File: config.mk
export PLATFORM = sky130hd
export DESIGN_NAME = aluTop
export DESIGN_NICKNAME = d
export VERILOG_FILES = /design/src/hdl/aluDataPkg.sv /design/src/hdl/aluOpPkg.sv /design/src/hdl/aluOperandIf.sv /design/src/hdl/addSubUnit.sv /design/src/hdl/aluTop.sv /design/src/hdl/bitOpUnit.sv /design/src/hdl/resultStage.sv
export SDC_FILE = /design/constraint.sdc
export NUM_CORES = 1
export LEC_CHECK = 0
export ABC_AREA = 0
export BUFFER_PORTS_ARGS = -buffer_cell sky130_fd_sc_hd__clkbuf_2
export CAP_MARGIN = 25
export CELL_PAD_IN_SITES_DETAIL_PLACEMENT = 0
export CELL_PAD_IN_SITES_GLOBAL_PLACEMENT = 2
export CORE_AREA = 4 4 106 133
export DETAILED_ROUTE_END_ITERATION = 12
export DIE_AREA = 0 0 110 137
export PLACE_DENSITY = 0.94
export SKIP_LAST_GASP = 1
export SLEW_MARGIN = 20
export SYNTH_ARGS = -nofsm -noshare
export SYNTH_HDL_FRONTEND = slang
export SYNTH_SLANG_ARGS = --single-unit
File: constraint.sdc
create_clock -name clk -period 6.5 [get_ports clk]
set_clock_uncertainty 0.05 [all_clocks]
set_input_delay 0.975 -clock clk [delete_from_list [all_inputs] [get_ports clk]]
set_output_delay 0.975 -clock clk [all_outputs]
set_load 0.005 [all_outputs]
File: src/hdl/aluDataPkg.sv
/* ALU data word definitions */

package aluDataPkg;

    // default datapath width
    localparam int DataWidthDefault = 16;

    // one ALU operand or result word
    typedef logic [DataWidthDefault-1:0] aluWord_t;

endpackage

File: src/hdl/aluOpPkg.sv
/* ALU opcode definitions */

package aluOpPkg;

    // --------------------
    // opcodes
    typedef enum logic [3:0] {
        OpSub  = 4'b0000,
        OpAdd  = 4'b0001,
        OpOr   = 4'b0010,
        OpAnd  = 4'b0011,
        OpDec  = 4'b0100,
        OpInc  = 4'b0101,
        OpInv  = 4'b0110,
        OpShl  = 4'b1000,
        OpSlte = 4'b1001,
        OpShr  = 4'b1010,
        OpAsl  = 4'b1100,
        OpAsr  = 4'b1110
    } aluOp_e;

    // --------------------
    // shift view of the control word
    typedef struct packed {
        // set for the upper half of the opcode space
        logic isShift;
        logic arith;
        logic right;
        // compare and undefined codes
        logic odd;
    } shiftCtrl_t;

    // same four bits, two decodings
    typedef union packed {
        aluOp_e     op;
        shiftCtrl_t shift;
    } aluCtrl_u;

endpackage

File: src/hdl/aluOperandIf.sv
/* ALU operand bundle */

`timescale 1ns/1ps

interface aluOperandIf
    import aluDataPkg::*, aluOpPkg::*;
#(
    parameter int DataWidth = DataWidthDefault
);

    logic [DataWidth-1:0] a;
    logic [DataWidth-1:0] b;
    aluCtrl_u             ctrl;
    logic                 valid;

    // combinational units only see the operation
    modport unit (
        input a,
        input b,
        input ctrl
    );

    // output register needs the opcode and the qualifier
    modport stage (
        input ctrl,
        input valid
    );

endinterface

File: src/hdl/addSubUnit.sv
/* ALU arithmetic unit */

`timescale 1ns/1ps

module addSubUnit
    import aluDataPkg::*, aluOpPkg::*;
#(
    parameter int DataWidth = DataWidthDefault
) (
    aluOperandIf.unit            opnd,
    output logic [DataWidth-1:0] arithResult,
    output logic                 arithOverflow
);

    localparam int Msb = DataWidth - 1;

    logic [DataWidth-1:0] sum;
    logic [DataWidth-1:0] diff;
    logic [DataWidth-1:0] incr;
    logic [DataWidth-1:0] decr;
    logic                 addOvf;
    logic                 subOvf;
    logic                 incOvf;
    logic                 decOvf;
    logic                 lte;

    // --------------------
    // raw results
    assign sum  = opnd.a + opnd.b;
    assign diff = opnd.a - opnd.b;
    assign incr = opnd.a + DataWidth'(1);
    assign decr = opnd.a - DataWidth'(1);

    // --------------------
    // signed overflow
    // same-sign operands, result sign flipped
    assign addOvf = (opnd.a[Msb] == opnd.b[Msb]) && (sum[Msb] != opnd.a[Msb]);
    // opposite-sign operands, result takes the sign of b
    assign subOvf = (opnd.a[Msb] != opnd.b[Msb]) && (diff[Msb] != opnd.a[Msb]);
    // only the largest positive value wraps
    assign incOvf = !opnd.a[Msb] && incr[Msb];
    // only the most negative value wraps
    assign decOvf = opnd.a[Msb] && !decr[Msb];

    // true sign of a-b is the result sign corrected by overflow
    assign lte = (diff[Msb] ^ subOvf) || (diff == '0);

    always_comb begin
        arithResult   = '0;
        arithOverflow = 1'b0;
        case (opnd.ctrl.op)
            OpSub: begin
                arithResult   = diff;
                arithOverflow = subOvf;
            end
            OpAdd: begin
                arithResult   = sum;
                arithOverflow = addOvf;
            end
            OpDec: begin
                arithResult   = decr;
                arithOverflow = decOvf;
            end
            OpInc: begin
                arithResult   = incr;
                arithOverflow = incOvf;
            end
            OpSlte: begin
                arithResult = {{(DataWidth-1){1'b0}}, lte};
            end
            default: begin
                arithResult   = '0;
                arithOverflow = 1'b0;
            end
        endcase
    end

endmodule

File: src/hdl/aluTop.sv
/* Pipelined 16-bit ALU */

`timescale 1ns/1ps

module aluTop
    import aluDataPkg::*, aluOpPkg::*;
#(
    parameter int DataWidth = $bits(aluWord_t)
) (
    input  logic                 clk,
    input  logic                 rst,
    input  logic                 inValid,
    input  logic [DataWidth-1:0] a,
    input  logic [DataWidth-1:0] b,
    input  logic [3:0]           aluCtrl,
    output logic                 outValid,
    output logic [DataWidth-1:0] s,
    output logic                 overflow,
    output logic                 zero
);

    logic [DataWidth-1:0] arithResult;
    logic                 arithOverflow;
    logic [DataWidth-1:0] bitResult;
    logic                 bitOverflow;

    aluOperandIf #(.DataWidth(DataWidth)) opnd ();

    assign opnd.a     = a;
    assign opnd.b     = b;
    assign opnd.ctrl  = aluCtrl_u'(aluCtrl);
    assign opnd.valid = inValid;

    // --------------------
    // units
    addSubUnit #(.DataWidth(DataWidth)) addSub0 (
        .opnd          (opnd.unit),
        .arithResult   (arithResult),
        .arithOverflow (arithOverflow)
    );

    bitOpUnit #(.DataWidth(DataWidth)) bitOp0 (
        .opnd        (opnd.unit),
        .bitResult   (bitResult),
        .bitOverflow (bitOverflow)
    );

    resultStage #(.DataWidth(DataWidth)) result0 (
        .clk           (clk),
        .rst           (rst),
        .opnd          (opnd.stage),
        .arithResult   (arithResult),
        .arithOverflow (arithOverflow),
        .bitResult     (bitResult),
        .bitOverflow   (bitOverflow),
        .outValid      (outValid),
        .s             (s),
        .overflow      (overflow),
        .zero          (zero)
    );

endmodule

File: src/hdl/bitOpUnit.sv
/* ALU logic and shift unit */

`timescale 1ns/1ps

module bitOpUnit
    import aluDataPkg::*, aluOpPkg::*;
#(
    parameter int DataWidth = DataWidthDefault
) (
    aluOperandIf.unit            opnd,
    output logic [DataWidth-1:0] bitResult,
    output logic                 bitOverflow
);

    localparam int Msb = DataWidth - 1;

    logic [DataWidth-1:0] shifted;
    logic [DataWidth-1:0] logicResult;
    logic                 isShiftOp;
    logic                 fillBit;
    logic                 aslOvf;

    // --------------------
    // shifts by one, decoded from the shift view
    // odd codes in the shift half are compare or undefined
    assign isShiftOp = opnd.ctrl.shift.isShift && !opnd.ctrl.shift.odd;

    // sign fill only for arithmetic right
    assign fillBit = opnd.ctrl.shift.arith & opnd.a[Msb];

    assign shifted = opnd.ctrl.shift.right ? {fillBit, opnd.a[Msb:1]}
                                           : {opnd.a[Msb-1:0], 1'b0};

    // left shift changes sign when the top two bits differ
    assign aslOvf = opnd.ctrl.shift.arith && !opnd.ctrl.shift.right
                    && (opnd.a[Msb] ^ opnd.a[Msb-1]);

    // --------------------
    // bitwise ops, decoded from the op view
    always_comb begin
        case (opnd.ctrl.op)
            OpOr: begin
                logicResult = opnd.a | opnd.b;
            end
            OpAnd: begin
                logicResult = opnd.a & opnd.b;
            end
            OpInv: begin
                logicResult = ~opnd.a;
            end
            default: begin
                logicResult = '0;
            end
        endcase
    end

    always_comb begin
        if (isShiftOp) begin
            bitResult   = shifted;
            bitOverflow = aslOvf;
        end else begin
            bitResult   = logicResult;
            bitOverflow = 1'b0;
        end
    end

endmodule

File: src/hdl/resultStage.sv
/* ALU result select and register */

`timescale 1ns/1ps

module resultStage
    import aluDataPkg::*, aluOpPkg::*;
#(
    parameter int DataWidth = DataWidthDefault
) (
    input  logic                 clk,
    input  logic                 rst,
    aluOperandIf.stage           opnd,
    input  logic [DataWidth-1:0] arithResult,
    input  logic                 arithOverflow,
    input  logic [DataWidth-1:0] bitResult,
    input  logic                 bitOverflow,
    output logic                 outValid,
    output logic [DataWidth-1:0] s,
    output logic                 overflow,
    output logic                 zero
);

    logic [DataWidth-1:0] selResult;
    logic                 selOverflow;
    logic                 selZero;

    // --------------------
    // unit select
    always_comb begin
        case (opnd.ctrl.op)
            OpSub, OpAdd, OpDec, OpInc, OpSlte: begin
                selResult   = arithResult;
                selOverflow = arithOverflow;
            end
            OpOr, OpAnd, OpInv, OpShl, OpShr, OpAsl, OpAsr: begin
                selResult   = bitResult;
                selOverflow = bitOverflow;
            end
            // 0111, 1011, 1101, 1111
            default: begin
                selResult   = '0;
                selOverflow = 1'b0;
            end
        endcase
    end

    assign selZero = (selResult == '0);

    // --------------------
    // output register
    always_ff @(posedge clk) begin
        if (rst) begin
            outValid <= 1'b0;
            s        <= '0;
            overflow <= 1'b0;
            zero     <= 1'b0;
        end else begin
            outValid <= opnd.valid;
            // hold last result across idle cycles
            if (opnd.valid) begin
                s        <= selResult;
                overflow <= selOverflow;
                zero     <= selZero;
            end
        end
    end

endmodule

### Word-level counts from Yosys, hierarchy flattened

Index checks and enable logic that the tools add are counted.

| storage, ports and cells | value |
|---|---|
| flip-flop bits (word level) | 19 |
| output and inout port bits | 19 |
| logic and storage cells | 54 |

| operators by class | value |
|---|---|
| add/subtract/negate cells | 4 |
| equality and inequality tests | 15 |
| multiplexer cells | 8 |
| bitwise gates (word level) | 6 |
| reduce and logical (&&, ||, !) cells | 17 |

Operator list:

| operator | count |
|---|---|
| $pmux 16 s5 | 1 |
| $pmux 16 s3 | 1 |
| $logic_not 16->1 | 2 |
| $mux 16 | 2 |
| $pmux 16 s2 | 1 |
| $eq 4x4->1 const B | 5 |
| $add 16x1->16 const B | 1 |
| $add 16x16->16 | 1 |
| $and 16x16->16 | 1 |
| $not 16->16 | 1 |
| $or 16x16->16 | 1 |
| $sub 16x1->16 const B | 1 |
| $sub 16x16->16 | 1 |
| $eq 4x3->1 const B | 3 |
| $eq 4x2->1 const B | 2 |
| $logic_and 1x1->1 | 7 |
| $reduce_or 7->1 | 1 |
| $reduce_or 5->1 | 1 |
| $eq 4x1->1 const B | 1 |
| $logic_not 1->1 | 4 |
| $logic_not 4->1 | 1 |
| $pmux 1 s4 | 1 |
| $ne 1x1->1 | 3 |
| $pmux 1 s2 | 1 |
| 5 further kinds | 6 |

### Depth between registers and ports, before layout

| logic depth | value |
|---|---|
| word-level depth | 8 |
| depth in mapped cells | 21 |

### Cells and area by module

Synthesis repeated with hierarchy kept, for this count alone.

| unflattened totals | value |
|---|---|
| cells, all modules | 590 |
| area, all modules | 4,206.5 µm² |

By module, submodules not included:

| module | instances | cells an instance | area an instance (µm²) | seq. area each (µm²) |
|---|---|---|---|---|
| addSubUnit | 1 | 401 | 2,690.1 | 0.0 |
| resultStage | 1 | 93 | 842.1 | 380.4 |
| bitOpUnit | 1 | 96 | 674.4 | 0.0 |

### Worst setup path before layout

No wires, ideal clock.

| path | value |
|---|---|
| path kind | input -> register |
| start | in a[10] |
| end | reg result0.s[0] |
| library setup time | 0.091 ns |
| arrival time | 4.296 ns |
| setup slack | 2.063 ns |
| cell stages on the path | 19 |
| buffers on the path | 3 |
| cells stage by stage | clkbuf_1 > inv_1 > ha_1 > buf_2 > clkbuf_1 > a21oi_1 > o41ai_1 > a21oi_1 > nor2_1 > nor2_1 > nor2_1 > fa_1 > and4b_1 > and4_1 > o2111ai_1 > nor4_1 > nor4b_1 > nand4_1 > a311oi_1 |

| on the way | value |
|---|---|
| cells in the longest elaborated chain, start to end | 7 |
| elaborated cells on any way between the ends | 8 |

Ends and longest elaborated chain:

| what | RTL line | RTL |
|---|---|---|
| start: declaration | aluTop.sv:13 | `input logic [DataWidth-1:0] a,` |
| $sub 16x16->16 (*) | addSubUnit.sv:30 | `assign diff = opnd.a - opnd.b;` |
| $ne 1x1->1 | addSubUnit.sv:39 | `assign subOvf = (opnd.a[Msb] != opnd.b[Msb]) && (diff[Msb] != opnd.a[Msb]);` |
| $logic_and 1x1->1 | addSubUnit.sv:39 |  |
| $xor 1x1->1 | addSubUnit.sv:46 | `assign lte = (diff[Msb] ^ subOvf) \|\| (diff == '0);` |
| $logic_or 1x1->1 (*) | addSubUnit.sv:46 |  |
| $pmux 16 s5 (*) | addSubUnit.sv:51 | `case (opnd.ctrl.op)` |
| $pmux 16 s2 (*) | resultStage.sv:30 | `case (opnd.ctrl.op)` |
| end signal: assignment | resultStage.sv:61 | `s <= selResult;` |
| end: declaration | resultStage.sv:18 | `output logic [DataWidth-1:0] s,` |

Mark *: on every way between the ends. The rest lies on a longest branch, timed or not.
A chain may end at the register's enable or synchronous reset.

### Worst setup path after layout

| path | value |
|---|---|
| start | in a[9] |
| end | reg result0.s[0] |

Same word-level chain as after synthesis.

==> reports/results.ini <==
[run_status]
status = completed

[grt]
grtUsageTotal = 0.245
grt_pass1_wl_mm = 28.8
grt_pass1_vias = 5161
antenna_found_initial = 0
grt_start_max_net_pins = 34
grt.overflow.total = 0

[clocking]
cts_root_buf = clkbuf_16
cts.sinks = 19
cts_resized = 0
clock_path_buffers = 2
post_cts_buffers = 0
insertion_delay_ns = 0.25
h-tree-depth = 1
cts_tree = done
cts_inserted_buffers = 3
clkTransAtPathRegs_ns = 0.05
hold_buffers = 0

[critical_path]
cp_slowest_cell = ha_1
critical_path_class = in2reg
start_kind = primary input
cp-endpoint = result0.s[0]$_SDFFE_PP0P_
arrival_ns = 5.24
cp_common_cell = nor2_1
worst-path-buf-inv = 2
cp-startpoint = a[9]
end_kind = register
reg2reg_depth = 2
cp_max_fo = 20
cp_top_family = simple AND/OR/NAND/NOR gates
r2r-end = result0.s[3]$_SDFFE_PP0P_
reg2reg_slack_ns = 5.72
crit_cells = 19
max_stage_delay_ns = 0.71
cp.required_ns = 6.61
path_cells = clkbuf_2, inv_1, ha_1, nand2b_1, o31ai_4, a21oi_1, o41ai_1, a21oi_1, nor2_1, nor2_1, nor2_1, fa_1, and4b_1, and4_1, o2111ai_1, nor4_1, nor4b_1, nand4_1, a311oi_1
rr_startpoint = result0.s[3]$_SDFFE_PP0P_

[final_layout]
final_cell_count_no_fill = 826
drive_gt1_frac = 0.144
syn_to_final_growth_pct = 7.49
fillers = 1322
fin_nets = 752
n_antenna_cell = 0

[drt]
ant_nets = 0
remaining_drc_errors = 0
routed_via_density = 6.54
drt-total-wl_mm = 18.5
drt-initial-drc-count = 471
firstDrtPassIters = 6
vias = 5399
avgRoutedWirePerCell_um = 22.4

[synth]
synth_edf_count = 0
postSynth.topFlopCell = dfxtp_1
synth_nets = 745
avgSynthCellArea_um2 = 7.33
synthArstFlopShare = 0
yosys-top-cells-area = ha_1 (13%), dfxtp_1 (8.0%), mux2i_1 (6.5%), nor2_1 (5.0%), a21oi_1 (4.4%)
ys_types = 84
seq_area_frac_synth = 0.0796
yosysTopAreaCellShare = 0.134
yosys_register_bits = 19
synthCells = 652
synthesis.area_um2 = 4780
yosysTopAreaCell = ha_1
ys_warn_count = 0

[sta]
fin_crit_sh = 0.789
fin_setup_tns_ns = 0
fmax_mhz = 195
worst-slew-pin-transition_ns = 1.13
relSlewSlack = 0.238
min_period_ns = 5.13
slew_violations = 0
hold_viol = 0
setup_viol = 0
rsz0062_at_grt = false

[die]
core-area_um2 = 12700
die_y_um = 137
initial_utilization = 0.376
fp-row-count = 46
fp.dieArea_um2 = 15100
ioPinCount = 58
die_w_um = 110

[power]
powerDensity_nw_per_um2 = 126
p_leak_nw = 2.14
irDropWorstVdd_mv = 0.0766
p_total_w = 0.000647

[run]
cap_violations = 0

[placement]
hpwl_mm = 14.3
dpl.cell_count = 822
numPortBuffers = 57
place.gp.congestion = 1.03

[min_path]
hold_path.class = reg2reg

## layout by cell type, fill, tap and decap left out, drive strengths merged, types with 5 or more instances in the layout
cell and n:
a21oi 42, a221oi 11, o221ai 7, o22ai 7, ha 51, o21ai 27
a2111oi 6, and3 7, o31ai 8, nor2 64, nand2b 10, o211ai 6
buf 5, a221o 7, inv 44, xnor2 18, o311ai 5, a22oi 7
nor3 17, clkbuf 60, o21a 6, nand4 14, nor4 13, mux2i 31
a211oi 23, dfxtp 19, nand2 29, a311oi 5, nor2b 10, a31oi 7
nand3 8
## registers in the layout (all words and copies together) (netlist names)
register / cells
result0.outValid: 1
result0.overflow: 1
result0.s: 16
result0.zero: 1
## worst register-to-register path: stages, from the launching register on
cell and delay (ns):
dfxtp_1 0.36, nor2_1 0.06, a211oi_1 0.23
## routing by layer
metal | part of all wire | wire, um | global-route usage | vias to the layer above
met4 | 0.051 | 940 | 0.123 | 0
met3 | 0.063 | 1170 | 0.0236 | 66
li1 | - | - | - | 2487
met1 | 0.41 | 7520 | 0.308 | 2559
met2 | 0.48 | 8880 | 0.411 | 287
met5 | 0 | 0 | 0 | -
## stage by stage
step           utilization  hold slack (ns)  setup WS, ns  cell area [um2]
4_1_cts              0.404            0.428          1.46             5140
5_1_grt              0.404            0.454         0.869             5140
6_report             0.404            0.423          1.37             5140
3_5_place_dp         0.398            0.420          1.20             5060
3_3_place_gp         0.398            0.416          1.41             5060
2_1_floorplan            -            0.418          2.06             4780
## worst min-delay path by stage
| stage | cells past startpoint | to | slack, ns | from |
|---|---|---|---|---|
| after floorplan | 2 | result0.s[2]$_SDFFE_PP0P_ | 0.42 | result0.s[2]$_SDFFE_PP0P_ |
| after global placement | 2 | result0.overflow$_SDFFE_PP0P_ | 0.42 | result0.overflow$_SDFFE_PP0P_ |
| after detailed placement | 2 | result0.overflow$_SDFFE_PP0P_ | 0.42 | result0.overflow$_SDFFE_PP0P_ |
| after CTS | 2 | result0.overflow$_SDFFE_PP0P_ | 0.43 | result0.overflow$_SDFFE_PP0P_ |
| after global routing | 2 | result0.s[5]$_SDFFE_PP0P_ | 0.45 | result0.s[5]$_SDFFE_PP0P_ |
| final | 2 | result0.overflow$_SDFFE_PP0P_ | 0.42 | result0.overflow$_SDFFE_PP0P_ |
## cells in the mapped netlist (all sizes together) (10+ instances only)
| library cell | number |
|---|---|
| nor2b | 10 |
| ha | 51 |
| a21oi | 42 |
| clkbuf | 25 |
| o21ai | 27 |
| mux2i | 31 |
| a221oi | 11 |
| nand2 | 29 |
| buf | 35 |
| nor3 | 17 |
| nand2b | 10 |
| nor4 | 13 |
| nand4 | 14 |
| xnor2 | 18 |
| inv | 44 |
| a211oi | 23 |
| nor2 | 64 |
| dfxtp | 19 |
## final cells by class
cell class | count | area, um2 | share of cell area
flip-flops and latches | 19 | 380 | 0.0741
multi-input cells | 529 | 3980 | 0.774
repair buffers | 62 | 323 | 0.0629
well taps | 168 | 210 | 0.0409
clock buffers | 3 | 75.1 | 0.0146
clock inverters | 1 | 5.00 | 0.000974
inverters | 44 | 165 | 0.0322
## where the power goes
part	switching (W)	internal [W]	total, W
Clock	0.0000435	0.0000824	0.000126
Sequential	0.00000460	0.000126	0.000130
Combinational	0.000252	0.000139	0.000391
Total	0.000300	0.000347	0.000647
## cell families after synthesis
| logic type | count (synthesis) | synth area share |
|---|---|---|
| AOI/OAI and AO/OA | 213 | 0.332 |
| xor gates and xnor gates | 21 | 0.0385 |
| adders and majority gates | 54 | 0.146 |
| buffers and inverters | 104 | 0.0943 |
| DFF | 19 | 0.0796 |
| muxes | 33 | 0.0697 |
| and+or+nand+nor | 208 | 0.240 |
No activity file was read; power rests on OpenSTA's default activity.
